===== config.mk =====
export PLATFORM = sky130hd
export DESIGN_NAME = sdCardInitializer
export DESIGN_NICKNAME = d
export VERILOG_FILES = /design/src/sdInitPkg.sv /design/src/sdCardInitializer.sv /design/src/initSequencer.sv /design/src/cmdEngine.sv /design/src/sdClockGen.sv /design/src/crc7.sv
export VERILOG_INCLUDE_DIRS = /design/src
export SDC_FILE = /design/constraint.sdc
export NUM_CORES = 1
export LEC_CHECK = 0
export BUFFER_PORTS_ARGS = -buffer_cell sky130_fd_sc_hd__buf_2
export CORE_AREA = 3 3 115 117
export DETAILED_ROUTE_END_ITERATION = 12
export DIE_AREA = 0 0 118 120
export PLACE_DENSITY = 0.73
export SYNTH_ARGS = -nofsm -noshare
export SYNTH_HDL_FRONTEND = slang
export SYNTH_SLANG_ARGS = --single-unit

===== constraint.sdc =====
create_clock -name clk -period 5.9 [get_ports clk]
set_clock_uncertainty 0.15 [all_clocks]
set_input_delay 0.295 -clock clk [delete_from_list [all_inputs] [get_ports clk]]
set_output_delay 0.295 -clock clk [all_outputs]
set_load 0.005 [all_outputs]

===== src/sdInit_cfg.svh =====
// Shared constants for the SD card initializer
// Card clock divider, frame lengths, idle gap and the fixed command arguments.
// Include this file in any module that needs these values.

`ifndef SD_INIT_CFG_SVH
`define SD_INIT_CFG_SVH

// clk cycles per half period of the card clock
`define SD_CLK_HALF 4

// Command frame and short response length
`define CMD_BITS 48
// R2 (CID) response length
`define LONG_RESP_BITS 136

// Idle card clocks after a command or response (NCC / NRC)
`define GAP_CLKS 8

// CMD8: 2.7-3.6V supply, check pattern AA
`define ARG_IF_COND 32'h0000_01AA
// ACMD41: HCS and XPC set, voltage window 0x8000, S18R clear
`define ARG_OP_COND 32'h5000_8000
// ACMD6: 4-bit data bus
`define ARG_BUS_WIDTH4 32'h0000_0002

`endif

===== src/sdInitPkg.sv =====
// Types shared by the SD card initializer
// Command indexes, response kinds and the state encodings of the
// sequencer and the command engine.

package sdInitPkg;

    // Command indexes used during identification
    typedef enum logic [5:0] {
        cmd0  = 6'd0,
        cmd2  = 6'd2,
        cmd3  = 6'd3,
        cmd6  = 6'd6,
        cmd7  = 6'd7,
        cmd8  = 6'd8,
        cmd41 = 6'd41,
        cmd55 = 6'd55
    } cmdIndexT;

    // What the engine should expect back
    typedef enum logic [1:0] {respNone, respShort, respShortNoCrc, respLong} respKindT;

    // Sequencer steps, one per command
    typedef enum logic [3:0] {
        seqCmd0, seqCmd8, seqCmd55a, seqCmd41, seqCmd2,
        seqCmd3, seqCmd7, seqCmd55b, seqCmd6, seqDone, seqFail
    } seqStateT;

    // Command engine phases
    typedef enum logic [2:0] {
        engIdle, engSend, engWaitStart, engRecv, engCheck, engGap
    } engStateT;

endpackage


===== src/sdCardInitializer.sv =====
// SD card initializer top level
// Runs card identification in SD native mode over the CMD line and
// reports the card's RCA with done, or err if any step fails.

`timescale 1ns/100ps

module sdCardInitializer (
    input  logic        clk,
    input  logic        arstN,
    input  logic        sdCmdIn,
    output logic        sdClk,
    output logic        sdCmdOut,
    output logic        sdCmdOe,
    output logic [15:0] rca,
    output logic        done,
    output logic        err
);
    import sdInitPkg::*;

    logic         sdRise;
    logic         sdFall;
    // Sequencer to engine
    logic         cmdStart;
    cmdIndexT     cmdIndex;
    logic [31:0]  cmdArg;
    respKindT     respKind;
    // Engine to sequencer
    logic         busy;
    logic         cmdDone;
    logic         cmdOk;
    logic [135:0] resp;

    sdClockGen clkGen0 (.clk(clk), .arstN(arstN), .sdClk(sdClk), .sdRise(sdRise), .sdFall(sdFall));

    cmdEngine eng0 (
        .clk(clk), .arstN(arstN), .sdRise(sdRise), .sdFall(sdFall),
        .cmdStart(cmdStart), .cmdIndex(cmdIndex), .cmdArg(cmdArg), .respKind(respKind),
        .sdCmdIn(sdCmdIn), .busy(busy), .cmdDone(cmdDone), .cmdOk(cmdOk), .resp(resp),
        .sdCmdOut(sdCmdOut), .sdCmdOe(sdCmdOe)
    );

    initSequencer seq0 (
        .clk(clk), .arstN(arstN), .busy(busy), .cmdDone(cmdDone), .cmdOk(cmdOk),
        .resp(resp), .cmdStart(cmdStart), .cmdIndex(cmdIndex), .cmdArg(cmdArg),
        .respKind(respKind), .rca(rca), .done(done), .err(err)
    );

endmodule


===== src/initSequencer.sv =====
// SD identification sequencer
// Issues CMD0, CMD8, ACMD41 (retried while the card is busy), CMD2,
// CMD3, CMD7 and ACMD6 through the command engine and checks each reply.
// Ends holding done, or err on the first failed check, until reset.

`timescale 1ns/100ps
`include "sdInit_cfg.svh"

module initSequencer (
    input  logic                 clk,
    input  logic                 arstN,
    input  logic                 busy,
    input  logic                 cmdDone,
    input  logic                 cmdOk,
    input  logic [135:0]         resp,
    output logic                 cmdStart,
    output sdInitPkg::cmdIndexT  cmdIndex,
    output logic [31:0]          cmdArg,
    output sdInitPkg::respKindT  respKind,
    output logic [15:0]          rca,
    output logic                 done,
    output logic                 err
);
    import sdInitPkg::*;

    seqStateT state;
    // Command issued, waiting for cmdDone
    logic     cmdPending;
    logic     isStep;

    assign isStep = (state != seqDone) && (state != seqFail);

    // ==================================================
    // Command per step, stable until cmdDone
    // ==================================================
    always_comb begin
        cmdIndex = cmd0;
        cmdArg   = 32'h0;
        respKind = respNone;
        case (state)
            seqCmd8:   begin cmdIndex = cmd8;  cmdArg = `ARG_IF_COND; respKind = respShort; end
            seqCmd55a: begin cmdIndex = cmd55; respKind = respShort; end
            seqCmd41:  begin cmdIndex = cmd41; cmdArg = `ARG_OP_COND; respKind = respShortNoCrc; end
            seqCmd2:   begin cmdIndex = cmd2;  respKind = respLong; end
            seqCmd3:   begin cmdIndex = cmd3;  respKind = respShort; end
            seqCmd7:   begin cmdIndex = cmd7;  cmdArg = {rca, 16'h0}; respKind = respShort; end
            seqCmd55b: begin cmdIndex = cmd55; cmdArg = {rca, 16'h0}; respKind = respShort; end
            seqCmd6:   begin cmdIndex = cmd6;  cmdArg = `ARG_BUS_WIDTH4; respKind = respShort; end
            default:   ;
        endcase
    end

    // ==================================================
    // Step FSM
    // ==================================================
    always_ff @(posedge clk or negedge arstN) begin
        if (!arstN) begin
            state      <= seqCmd0;
            cmdPending <= 1'b0;
            cmdStart   <= 1'b0;
            rca        <= '0;
            done       <= 1'b0;
            err        <= 1'b0;
        end else begin
            cmdStart <= 1'b0;
            // Launch once per step while the engine is free
            if (isStep && !cmdPending && !busy) begin
                cmdStart   <= 1'b1;
                cmdPending <= 1'b1;
            end
            if (cmdDone && cmdPending) begin
                cmdPending <= 1'b0;
                if (!cmdOk) begin
                    state <= seqFail;
                    err   <= 1'b1;
                end else begin
                    case (state)
                        seqCmd0:   state <= seqCmd8;
                        seqCmd8: begin
                            // Check pattern must come back unchanged
                            if (resp[15:8] == 8'hAA) begin
                                state <= seqCmd55a;
                            end else begin
                                state <= seqFail;
                                err   <= 1'b1;
                            end
                        end
                        seqCmd55a: state <= seqCmd41;
                        seqCmd41: begin
                            // R3 carries all ones in index and CRC fields
                            if ((resp[45:40] != 6'h3F) || (resp[7:1] != 7'h7F)) begin
                                state <= seqFail;
                                err   <= 1'b1;
                            end else if (resp[39]) begin
                                state <= seqCmd2;
                            end else begin
                                // Card still busy, repeat ACMD41
                                state <= seqCmd55a;
                            end
                        end
                        seqCmd2:   state <= seqCmd3;
                        seqCmd3: begin
                            rca   <= resp[39:24];
                            state <= seqCmd7;
                        end
                        seqCmd7:   state <= seqCmd55b;
                        seqCmd55b: state <= seqCmd6;
                        seqCmd6: begin
                            state <= seqDone;
                            done  <= 1'b1;
                        end
                        default:   state <= seqFail;
                    endcase
                end
            end
        end
    end

endmodule


===== src/cmdEngine.sv =====
// SD command engine
// Sends one 48-bit command with hardware CRC7 on the CMD line, then
// optionally receives a 48-bit or 136-bit response and checks it.
// Ends every transaction with the 8 card clock idle gap.
// Handshake is cmdStart in, busy and a cmdDone/cmdOk pulse out.

`timescale 1ns/100ps
`include "sdInit_cfg.svh"

module cmdEngine (
    input  logic                clk,
    input  logic                arstN,
    input  logic                sdRise,
    input  logic                sdFall,
    input  logic                cmdStart,
    input  sdInitPkg::cmdIndexT cmdIndex,
    input  logic [31:0]         cmdArg,
    input  sdInitPkg::respKindT respKind,
    input  logic                sdCmdIn,
    output logic                busy,
    output logic                cmdDone,
    output logic                cmdOk,
    output logic [135:0]        resp,
    output logic                sdCmdOut,
    output logic                sdCmdOe
);
    import sdInitPkg::*;

    // Bit positions within a frame, counted from the start bit
    localparam logic [7:0] CrcStart = 8'(`CMD_BITS - 8);
    localparam logic [7:0] CmdBits  = 8'(`CMD_BITS);
    localparam logic [2:0] GapLast  = 3'(`GAP_CLKS - 1);

    engStateT    state;
    logic [47:0] txShift;
    logic [7:0]  bitCnt;
    logic [2:0]  gapCnt;
    logic        okFlag;
    logic [7:0]  rxLast;
    logic        rxStart;
    logic        crcClear;
    logic [6:0]  txCrc;
    logic [6:0]  rxCrc;

    assign rxLast   = (respKind == respLong) ? 8'(`LONG_RESP_BITS - 1) : 8'(`CMD_BITS - 1);
    // Low start bit seen while waiting
    assign rxStart  = (state == engWaitStart) && !sdCmdIn;
    assign crcClear = (state == engIdle);

    // ==================================================
    // CRC7 over frame bits 47..8
    // ==================================================
    crc7 txCrc0 (
        .clk   (clk),
        .arstN (arstN),
        .clear (crcClear),
        .bitEn (sdFall && (state == engSend) && (bitCnt < CrcStart)),
        .din   (txShift[47]),
        .crc   (txCrc)
    );

    crc7 rxCrc0 (
        .clk   (clk),
        .arstN (arstN),
        .clear (crcClear),
        .bitEn (sdRise && (rxStart || ((state == engRecv) && (bitCnt < CrcStart)))),
        .din   (sdCmdIn),
        .crc   (rxCrc)
    );

    // Frame and response shift registers
    always_ff @(posedge clk) begin
        if ((state == engIdle) && cmdStart) begin
            // Start, transmission bit, index, argument, CRC slot, end bit
            txShift <= {1'b0, 1'b1, cmdIndex, cmdArg, 7'h00, 1'b1};
        end else if ((state == engSend) && sdFall) begin
            if (bitCnt == CrcStart) begin
                // First CRC bit goes out now, the rest replace the slot
                txShift <= {txCrc[5:0], txShift[40:0], 1'b0};
            end else begin
                txShift <= {txShift[46:0], 1'b0};
            end
        end
        if (sdRise && (rxStart || (state == engRecv))) begin
            resp <= {resp[134:0], sdCmdIn};
        end
    end

    // ==================================================
    // Transaction FSM
    // ==================================================
    always_ff @(posedge clk or negedge arstN) begin
        if (!arstN) begin
            state    <= engIdle;
            busy     <= 1'b0;
            cmdDone  <= 1'b0;
            cmdOk    <= 1'b0;
            okFlag   <= 1'b0;
            bitCnt   <= '0;
            gapCnt   <= '0;
            sdCmdOut <= 1'b1;
            sdCmdOe  <= 1'b0;
        end else begin
            cmdDone <= 1'b0;
            case (state)
                engIdle: begin
                    if (cmdStart) begin
                        busy   <= 1'b1;
                        okFlag <= 1'b1;
                        bitCnt <= '0;
                        state  <= engSend;
                    end
                end
                engSend: begin
                    if (sdFall) begin
                        if (bitCnt == CmdBits) begin
                            // End bit held one card clock, release the line
                            sdCmdOe  <= 1'b0;
                            sdCmdOut <= 1'b1;
                            bitCnt   <= '0;
                            gapCnt   <= '0;
                            state    <= (respKind == respNone) ? engGap : engWaitStart;
                        end else begin
                            sdCmdOe  <= 1'b1;
                            sdCmdOut <= (bitCnt == CrcStart) ? txCrc[6] : txShift[47];
                            bitCnt   <= bitCnt + 1'b1;
                        end
                    end
                end
                engWaitStart: begin
                    // No timeout, the card sets the pace here
                    if (sdRise && !sdCmdIn) begin
                        bitCnt <= 8'd1;
                        state  <= engRecv;
                    end
                end
                engRecv: begin
                    if (sdRise) begin
                        // Transmission bit must be low for card to host
                        if ((bitCnt == 8'd1) && sdCmdIn) begin
                            okFlag <= 1'b0;
                        end
                        if (bitCnt == rxLast) begin
                            state <= engCheck;
                        end else begin
                            bitCnt <= bitCnt + 1'b1;
                        end
                    end
                end
                engCheck: begin
                    // Stop bit, then CRC for plain short responses
                    if (!resp[0] || ((respKind == respShort) && (resp[7:1] != rxCrc))) begin
                        okFlag <= 1'b0;
                    end
                    gapCnt <= '0;
                    state  <= engGap;
                end
                engGap: begin
                    if (sdFall) begin
                        if (gapCnt == GapLast) begin
                            busy    <= 1'b0;
                            cmdDone <= 1'b1;
                            cmdOk   <= okFlag;
                            state   <= engIdle;
                        end else begin
                            gapCnt <= gapCnt + 1'b1;
                        end
                    end
                end
                default: state <= engIdle;
            endcase
        end
    end

endmodule


===== src/sdClockGen.sv =====
// Card clock generator
// Divides clk down to sdClk and marks each sdClk edge with a one-clk
// strobe, so the rest of the design stays on clk with enables.

`timescale 1ns/100ps
`include "sdInit_cfg.svh"

module sdClockGen (
    input  logic clk,
    input  logic arstN,
    output logic sdClk,
    output logic sdRise,
    output logic sdFall
);

    localparam int CntW = $clog2(`SD_CLK_HALF + 1);
    localparam logic [CntW-1:0] CntLast = CntW'(`SD_CLK_HALF - 1);

    // Half period counter
    logic [CntW-1:0] cnt;

    always_ff @(posedge clk or negedge arstN) begin
        if (!arstN) begin
            cnt    <= '0;
            sdClk  <= 1'b0;
            sdRise <= 1'b0;
            sdFall <= 1'b0;
        end else begin
            sdRise <= 1'b0;
            sdFall <= 1'b0;
            if (cnt == CntLast) begin
                cnt    <= '0;
                sdClk  <= !sdClk;
                // Strobe lines up with the new sdClk level
                sdRise <= !sdClk;
                sdFall <= sdClk;
            end else begin
                cnt <= cnt + 1'b1;
            end
        end
    end

endmodule


===== src/crc7.sv =====
// Serial CRC7 for SD command and response frames
// Polynomial x^7 + x^3 + 1, one data bit per enabled clk, MSB first.
// Assert clear before a frame, then pulse bitEn for each covered bit.

`timescale 1ns/100ps

module crc7 (
    input  logic       clk,
    input  logic       arstN,
    input  logic       clear,
    input  logic       bitEn,
    input  logic       din,
    output logic [6:0] crc
);

    // Feedback from the top bit
    logic fb;
    assign fb = din ^ crc[6];

    always_ff @(posedge clk or negedge arstN) begin
        if (!arstN) begin
            crc <= '0;
        end else if (clear) begin
            crc <= '0;
        end else if (bitEn) begin
            // x^3 tap folds feedback into bit 3
            crc <= {crc[5:3], crc[2] ^ fb, crc[1:0], fb};
        end
    end

endmodule


# --- After elaboration in Yosys (flattened, before gate mapping) ---
# Cells that the tools add are included.
totals:
  ff_bits: 158
  latchBits: 0
  ramBits: 0
  mem_bits_ro: 0
  input_bits: 3
  out_inout_bits: 21
  word_cells: 183
  memories: 0
classes:
  addsub: 3
  n_mul: 0
  n_div: 0
  n_lt_le_gt_ge: 1
  eq_ne: 42
  n_shift: 0
  n_mux: 62
  n_bitwise: 4
  n_reduce_logical: 47
op_table:
  columns: ["operator", "n"]
  rows:
  - ["$pmux 32 s4", 1]
  - ["$mux 46", 2]
  - ["$mux 8", 7]
  - ["$mux 48", 1]
  - ["$mux 3", 15]
  - ["$pmux 6 s7", 1]
  - ["$pmux 4 s9", 1]
  - ["$pmux 8 s4", 1]
  - ["$mux 7", 4]
  - ["$mux 1", 20]
  - ["$ne 2x2->1 const B", 9]
  - ["$pmux 3 s6", 1]
  - ["$eq 4x3->1 const B", 4]
  - ["$eq 8x6->1 const B", 2]
  - ["$logic_and 1x1->1", 14]
  - ["$mux 4", 3]
  - ["$reduce_and 5->1", 2]
  - ["$reduce_bool 2->1", 5]
  - ["$eq 3x2->1 const B", 3]
  - ["$eq 3x3->1 const B", 3]
  - ["$pmux 3 s3", 1]
  - ["$reduce_and 3->1", 3]
  - ["$add 8x1->8 const B", 1]
  - ["$eq 4x2->1 const B", 2]
  - ["other kinds (35)", 53]

# --- Longest topological paths before layout ---
# Gate-level depths: netlist of run 1.
depth:
  ltp_word: 9
  mapped_depth: 8

# --- Hierarchy ---
# Synthesis of run 1 repeated with hierarchy kept, for this count alone.
hier_totals:
  cells_unflattened: 642
  hier_area_um2: 9748.1
modules_own_cells:
  columns: ["mod", "n_inst", "cells_per_inst", "area_per_inst_um2", "seq_area_each_um2"]
  rows:
  - ["cmdEngine", 1, 426, 7427.1, 5926.9]
  - ["initSequencer", 1, 145, 1470.2, 600.6]
  - ["crc7", 2, 28, 307.8, 175.2]
  - ["sdClockGen", 1, 15, 235.2, 150.1]

# --- Worst setup path after synthesis of run 1 ---
# OpenSTA, ideal clock, no wires.
synth_path:
  path_kind: "register -> register"
  from: "reg eng0.state[2]"
  to: "reg eng0.rxCrc0.crc[0]"
  setup_ps: 128
  arrival_time_ps: 5463
  setup_slack_ps: 158
  path_stages_with_launch: 6
  n_path_buf: 1
  path_cell_list: "dfrtp_1 > buf_2 > nand2b_1 > nor3_1 > nand2_1 > mux2_2"
synth_via:
  elab_chain_len: 5
synth_lines:
  columns: ["item", "line", "rtl"]
  rows:
  - ["start, declared", "cmdEngine.sv:34", "engStateT state;"]
  - ["start signal, assigned", "cmdEngine.sv:94", "state <= engIdle;"]
  - ["start signal, assigned", "cmdEngine.sv:111", "state <= engSend;"]
  - ["start signal, assigned", "cmdEngine.sv:122", "state <= (respKind == respNone) ? engGap : engWaitStart;"]
  - ["$eq 3x2->1 (on tied branches)", "cmdEngine.sv:47, cmdEngine.sv:66", null]
  - ["$logic_and 1x1->1 (on tied branches)", "cmdEngine.sv:47, cmdEngine.sv:66", null]
  - ["$logic_or 1x1->1", "cmdEngine.sv:66", ".bitEn (sdRise && (rxStart || ((state == engRecv) && (bitCnt < CrcStart)))),"]
  - ["$logic_and 1x1->1", "cmdEngine.sv:66", null]
  - ["$reduce_bool 2->1 (no line)", null, null]
  - ["end signal, assigned", "crc7.sv:27", "crc <= {crc[5:3], crc[2] ^ fb, crc[1:0], fb};"]
  - ["end, declared", "crc7.sv:13", "output logic [6:0] crc"]
# Several ways; a longest one is shown, not always the timed one.
# A chain may end at the register's enable or synchronous reset.

# --- Worst setup path after layout of run 1 ---
layout_path:
  from: "reg eng0.state[1]"
  to: "reg eng0.txShift[45] (enable)"
layout_via:
  elab_chain_len: 3
layout_lines:
  columns: ["item", "line", "rtl"]
  rows:
  - ["$eq 3x1->1 / $logic_not 3->1 (equally long branches)", "cmdEngine.sv:76, cmdEngine.sv:73", null]
  - ["$logic_and 1x1->1 (on tied branches)", "cmdEngine.sv:76, cmdEngine.sv:73", null]
  - ["$reduce_bool 2->1 (no line) (*)", null, null]
  - ["end signal, assigned", "cmdEngine.sv:75", "txShift <= {1'b0, 1'b1, cmdIndex, cmdArg, 7'h00, 1'b1};"]
  - ["end signal, assigned", "cmdEngine.sv:79", "txShift <= {txCrc[5:0], txShift[40:0], 1'b0};"]
  - ["end signal, assigned", "cmdEngine.sv:81", "txShift <= {txShift[46:0], 1'b0};"]
  - ["end, declared", "cmdEngine.sv:35", "logic [47:0] txShift;"]
# Mark *: on every way between the ends. The rest lies on a longest branch, timed or not.

==> results of run 1 <==
[final timing paths]
check                                   start          endpoint
worst max-delay path            eng0.state[1]  eng0.txShift[45]
worst min-delay path            eng0.resp[19]     eng0.resp[20]
worst max register to register  eng0.state[1]  eng0.txShift[45]
worst min register to register  eng0.resp[19]     eng0.resp[20]
max in group asynchronous               arstN     eng0.state[2]
min in group asynchronous               arstN          seq0.err
[power groups by stage]
| stage | Combinational, uW | Sequential [uW] | Clock (uW) |
|---|---|---|---|
| finish | 12.2 | 1150 | 1130 |
| global route | 14.2 | 1150 | 1200 |
| CTS | 12.9 | 1150 | 1150 |
| detailed placement | 11.9 | 1170 | 0 |
| global placement | 11.6 | 1170 | 0 |
| floorplan | 0.826 | 1180 | 0 |
[layout by cell type, fill, tap and decap left out, drive strengths merged, types with 10 or more instances in the layout]
cell and n:
a21oi 11, a22o 25, and2 12, buf 27, clkbuf 23, dfrtp 63
dfxtp 10, edfxtp 84, inv 24, mux2 18, mux2i 14, nand2 41
nand2b 12, nand3 11, nor2 21, nor3 14, o21ai 22, o31ai 11
[worst reg2reg max path: stages, from the launching register on]
cell and delay [ps]:
dfrtp_1 600, nand2b_2 370, nor3_4 150, buf_4 400
nor2_1 260, inv_1 230, buf_4 430
[per-stage QoR]
step                      cell area, sq um  cells  power [uW]  utilization (%)
after CTS                             7612    726        2319            61.07
after global placement                6974    692        1187            55.95
after floorplan                       6724    520        1176                -
after global routing                  7612    726        2365            61.07
final                                 7612    726        2293            61.07
after detailed placement              6974    692        1187            55.95
[registers in the layout, indices dropped and copies added (netlist names), 3 cells and up]
name and count:
clkGen0.cnt 3, eng0.state 3, eng0.bitCnt 8, eng0.rxCrc0.crc 7
seq0.state 4, eng0.txCrc0.crc 7, seq0.rca 16, eng0.txShift 48
eng0.resp 46, eng0.gapCnt 3
[metal layers]
| metal | vias up | wire [um] | track usage [%] |
|---|---|---|---|
| met3 | 16 | 604 | 5.042 |
| met2 | 122 | 6118 | 29.43 |
| met4 | 0 | 165 | 7.326 |
| met5 | - | 0 | 0 |
| li1 | 1981 | - | - |
| met1 | 2131 | 5769 | 25.73 |
[cell type report]
| cell class | instances | area share (%) |
|---|---|---|
| flip-flops and latches | 158 | 56.82 |
| inverters | 23 | 1.134 |
| clock inverters | 9 | 1.709 |
| repair buffers | 29 | 2.170 |
| well taps | 172 | 2.827 |
| clock buffers | 23 | 6.410 |
| multi-input cells | 312 | 28.93 |
[cells by family after synthesis]
| logic type | after synthesis |
|---|---|
| adder cells (fa/ha/maj) | 6 |
| buffers and inverters | 50 |
| AO/OA/AOI/OAI | 113 |
| flip-flops | 158 |
| XOR/XNOR | 14 |
| AND/OR/NAND/NOR | 147 |
| multiplexers | 32 |
==> metrics, run 1 <==
status=finished, final reports clean; most frequent cell after synthesis=edfxtp_1; Ys Warns=0; unrepaired setup endpoints after global routing=false; Clock Pin Slew Worst Setup and Hold Paths=60 ps; critical path's most frequent cell=buf_4; area share of the largest cell type after synthesis=37.51%; clk buf depth=2; Core Rows=41; die area=0.01416 sq mm; Antenna Cells=0; hold buffers post-CTS=2; grt total ovfl=0; drt via density=5.854; cts bufs inserted=17; number of synthesized flops with an enable pin=84; via count=4250; final hold violations=0; crit path cell chain=nand2b_2 -> nor3_4 -> buf_4 -> nor2_1 -> inv_1 -> buf_4; startpoint types=flip-flop; largest net degree at the start of global routing=65; setup total negative slack=0 ps; first-pass GRT wire length=20.89 mm; Synth Flop Type=edfxtp_1; WHS Path Cells=0; Mapped Nets=529; initial antenna violation count=0; share of layout cells above drive strength 1=16.06%; dpl ws=2955 ps; Final Max Slew Viols=0; CP peak stage delay=600 ps; crit path DAT=2870 ps; nets=550; Final ANT Viol Nets=0; internal power=1865 uW; fin worst setup slack=2945 ps; leakage=0.003127 uW; post-CTS resize count=0; PortBufs=23; Yosys cell types=66; post-synthesis xor/xnor area fraction=1.824%; Fmax=338.4 MHz; Sequential cell area=0.004325 sq mm; Slew @ Worst Pin=1127 ps; gpl congestion=0.8808; dpl hpwl=7.999 mm; critical path peak fanout=45; top cells by count, synth=84 x edfxtp_1, 63 x dfrtp_1, 41 x nand2_1; Post-Synth Adder-Cell Area=1.116%; multiplexer area fraction after synthesis=5.099%; Worst-Skew Late Latency=430 ps; layout overhead on the synthesized area=13.21%; Peak VDD IR=0.2761 mV; initial DRC count=477; Seq cells post-synth=158; combinational share of power=0.5%; Setup Fix Bufs, Post-CTS=0; R2R Setup Slk=2940 ps; Worst setup EP type=flip-flop; final WL=12.66 mm; vias in the first global route=4128; WP data required=5820 ps; Reg2Reg Depth=6; wire per inst=17.43 um; Seq/Total Area, Yosys=64.33%; Die Width=118 um; crit share post-route=50.09%; Crit Path Category=reg -> reg; P_sw=427.8 uW; die height=120 um; Synth Instances=520; synthesized area=0.006724 sq mm; Pwr Density=301.2 mW/mm^2; multi-input combinational cell area=0.002202 sq mm; minimum clock period=2955 ps; Starting Density=53.94%; Flop pwr share=50.3%; clock sinks=158; Avg Inst Size Synth=12.93 sq um; Sw Ratio=18.66%; post-synthesis compound-gate area fraction=12.56%; simple-gate share of the synthesized area=11.98%; Initial DRT Pass Iterations=5; clock power share=49.2%; H-tree level count=4; Residual DRC=0; I/O pin count=24; Min Hold Slack=262.9 ps; largest family of logic cells by synthesized area=compound AO/OA/AOI/OAI gates; crit-path leading delay family=buffers and inverters; Core Box Area=0.01247 sq mm; Setup Viol. Count Final=0; CTS tree=built; slowest stage cell on the critical path=dfrtp_1; CP bufs+invs=3; worst min path class=reg -> reg; Crit path depth=6; maxcap violations=0; Layout fillers=950; post-synth top area cell=edfxtp_1; FFs w/ async S/R, synth=40.51%; Rel. slew slack=24.10%; GRT Total Usage=18.94%; largest cells by area after synthesis=edfxtp_1 38%, dfrtp_1 23%, a22o_1 3.3%; Root Buffer=clkbuf_16
(Power assumes the default switching activity.)
==> inputs of run 2 (changes only) <==
CORE_AREA = 3 3 112 114   (was 3 3 115 117)
DIE_AREA = 0 0 115 117   (was 0 0 118 120)
clock period = 2.84 ns   (was 5.9 ns; I/O delays follow)
==> metrics, run 2 (synthesis results as in run 1) <==
Core Box Area=0.01152 sq mm (-7.6%); Die Width=115 um (-2.5%); final hold violations=0 (unchanged); vias in the first global route=4115 (-0.31%); minimum clock period=2635 ps (-320.7 ps); Worst-Skew Late Latency=420 ps (about the same); drt via density=5.936 (+1.4%); Residual DRC=0 (unchanged); commonest non-fill, non-tap cell in the layout=edfxtp_1; total power draw=4609 uW (+100%); Clock Pin Slew Worst Setup and Hold Paths=60 ps (about the same); Setup Fix Bufs, Post-CTS=0 (unchanged); Setup Viol. Count Final=0 (unchanged); via count=4191 (-1.4%); Initial DRT Pass Iterations=5 (unchanged); I/O pin count=24 (unchanged); final WL=12.23 mm (-3.4%); Worst setup EP type=flip-flop; share of layout cells above drive strength 1=17.23% (+1.2 points); hold buffers post-CTS=2 (unchanged); Fmax=379.6 MHz (+12%); Root Buffer=clkbuf_16; post-CTS resize count=0 (unchanged); Largest regs=eng0.txShift: 48 flops, eng0.resp: 46 flops, seq0.rca: 16 flops; worst min path class=in -> async; initial DRC count=398 (-17%); Reg2Reg Depth=5 (-1); die height=117 um (-2.5%); layout overhead on the synthesized area=13.71%; Layout fillers=825 (-13%); H-tree level count=4 (unchanged); GRT Total Usage=19.79% (+0.85 points); metal3 WL=570 um (-5.6%); Crit Path Category=reg -> reg; Rel. slew slack=23.20% (-0.90 points); startpoint types=flip-flop; status=finished, final reports clean; Pwr Density=602.8 mW/mm^2 (+100%); met1 wire length=5.734 mm (-0.61%); largest net degree at the start of global routing=65 (unchanged); leakage=0.003171 uW (+1.4%); clk buf depth=2 (unchanged); Antenna Cells=0 (unchanged); critical path peak fanout=12 (-73%); Core Rows=39 (-4.9%); Final Max Slew Viols=0 (unchanged); Final ANT Viol Nets=0 (unchanged); gpl congestion=0.8681 (-1.4%); nets=560 (+1.8%); first-pass GRT wire length=20.46 mm (-2.0%); PortBufs=23 (unchanged); cts bufs inserted=17 (unchanged); crit path DAT=2840 ps (-30 ps); setup total negative slack=0 ps (unchanged); largest reg by FF count=eng0.txShift; unrepaired setup endpoints after global routing=false; CTS tree=built; most frequent cells in the layout=84 x edfxtp_1, 63 x dfrtp_1, 41 x nand2_1, 25 x a22o_1; met2 wire len=5.781 mm (-5.5%); dpl hpwl=7.956 mm (-0.54%); Starting Density=58.39% (+4.4 points); crit share post-route=92.77% (+43 points); Peak VDD IR=0.5872 mV (+110%); grt total ovfl=0 (unchanged); initial antenna violation count=0 (unchanged); wire per inst=17.33 um (-0.62%); DR top layer=met4; clock sinks=158 (unchanged); WP data required=3050 ps (-2770 ps); Largest register FFs=48 (unchanged); maxcap violations=0 (unchanged); die area=0.01346 sq mm (-5.0%); Slew @ Worst Pin=1140 ps (+13.29 ps)
run 2: final timing paths:
kind                               start              to  slack, ps
max                        eng0.state[1]  eng0.bitCnt[0]        210
min in group clk           eng0.resp[22]   eng0.resp[23]        270
max in group asynchronous          arstN   eng0.sdCmdOut       2120
min reg2reg                eng0.resp[22]   eng0.resp[23]        270
max reg2reg                eng0.state[1]  eng0.bitCnt[0]        210
min                                arstN  eng0.gapCnt[0]        120
run 2: layout make-up:
class,count,area (sq um),share of cell area [%]
Clock inverter,7,88.84,1.162
Clock buffer,24,481.7,6.300
Tap cell,143,178.9,2.340
Multi-Input combinational cell,312,2220,29.03
Timing Repair Buffer,39,265.3,3.469
Inverter,23,86.33,1.129
Sequential cell,158,4325,56.57
run 2: report_power, final:
| group | internal [uW] | switching (uW) |
|---|---|---|
| sequential | 2400 | 0 |
| combinational | 6.88 | 20.3 |
| clock | 1350 | 832 |
run 2: critical path, cell delays in order (launching register included):
cell and delay (ps):
dfrtp_1 510, nand2b_2 310, a2bb2oi_1 170, o21ai_0 880, nand2b_1 340, o221a_2 220
run 2: metrics by stage:
stage,setup WS (ps),utilization [%],area [sq um],hold WS (ps),cells
6_report,205.4,66.40,7646,115.8,706
2_1_floorplan,-225.3,-,6753,-303.6,520
3_5_place_dp,258.9,61.27,7056,41.74,673
3_3_place_gp,353.4,61.27,7056,32.44,673
4_1_cts,246.9,66.40,7646,120.7,706
5_1_grt,54.81,66.40,7646,161.0,706
run 2: per-layer routing:
metal / track usage (%) / up-vias
met1: 27.75 / 2065
met4: 7.746 / 0
met2: 29.82 / 115
met3: 5.244 / 15
li1: - / 1996
met5: 0 / -
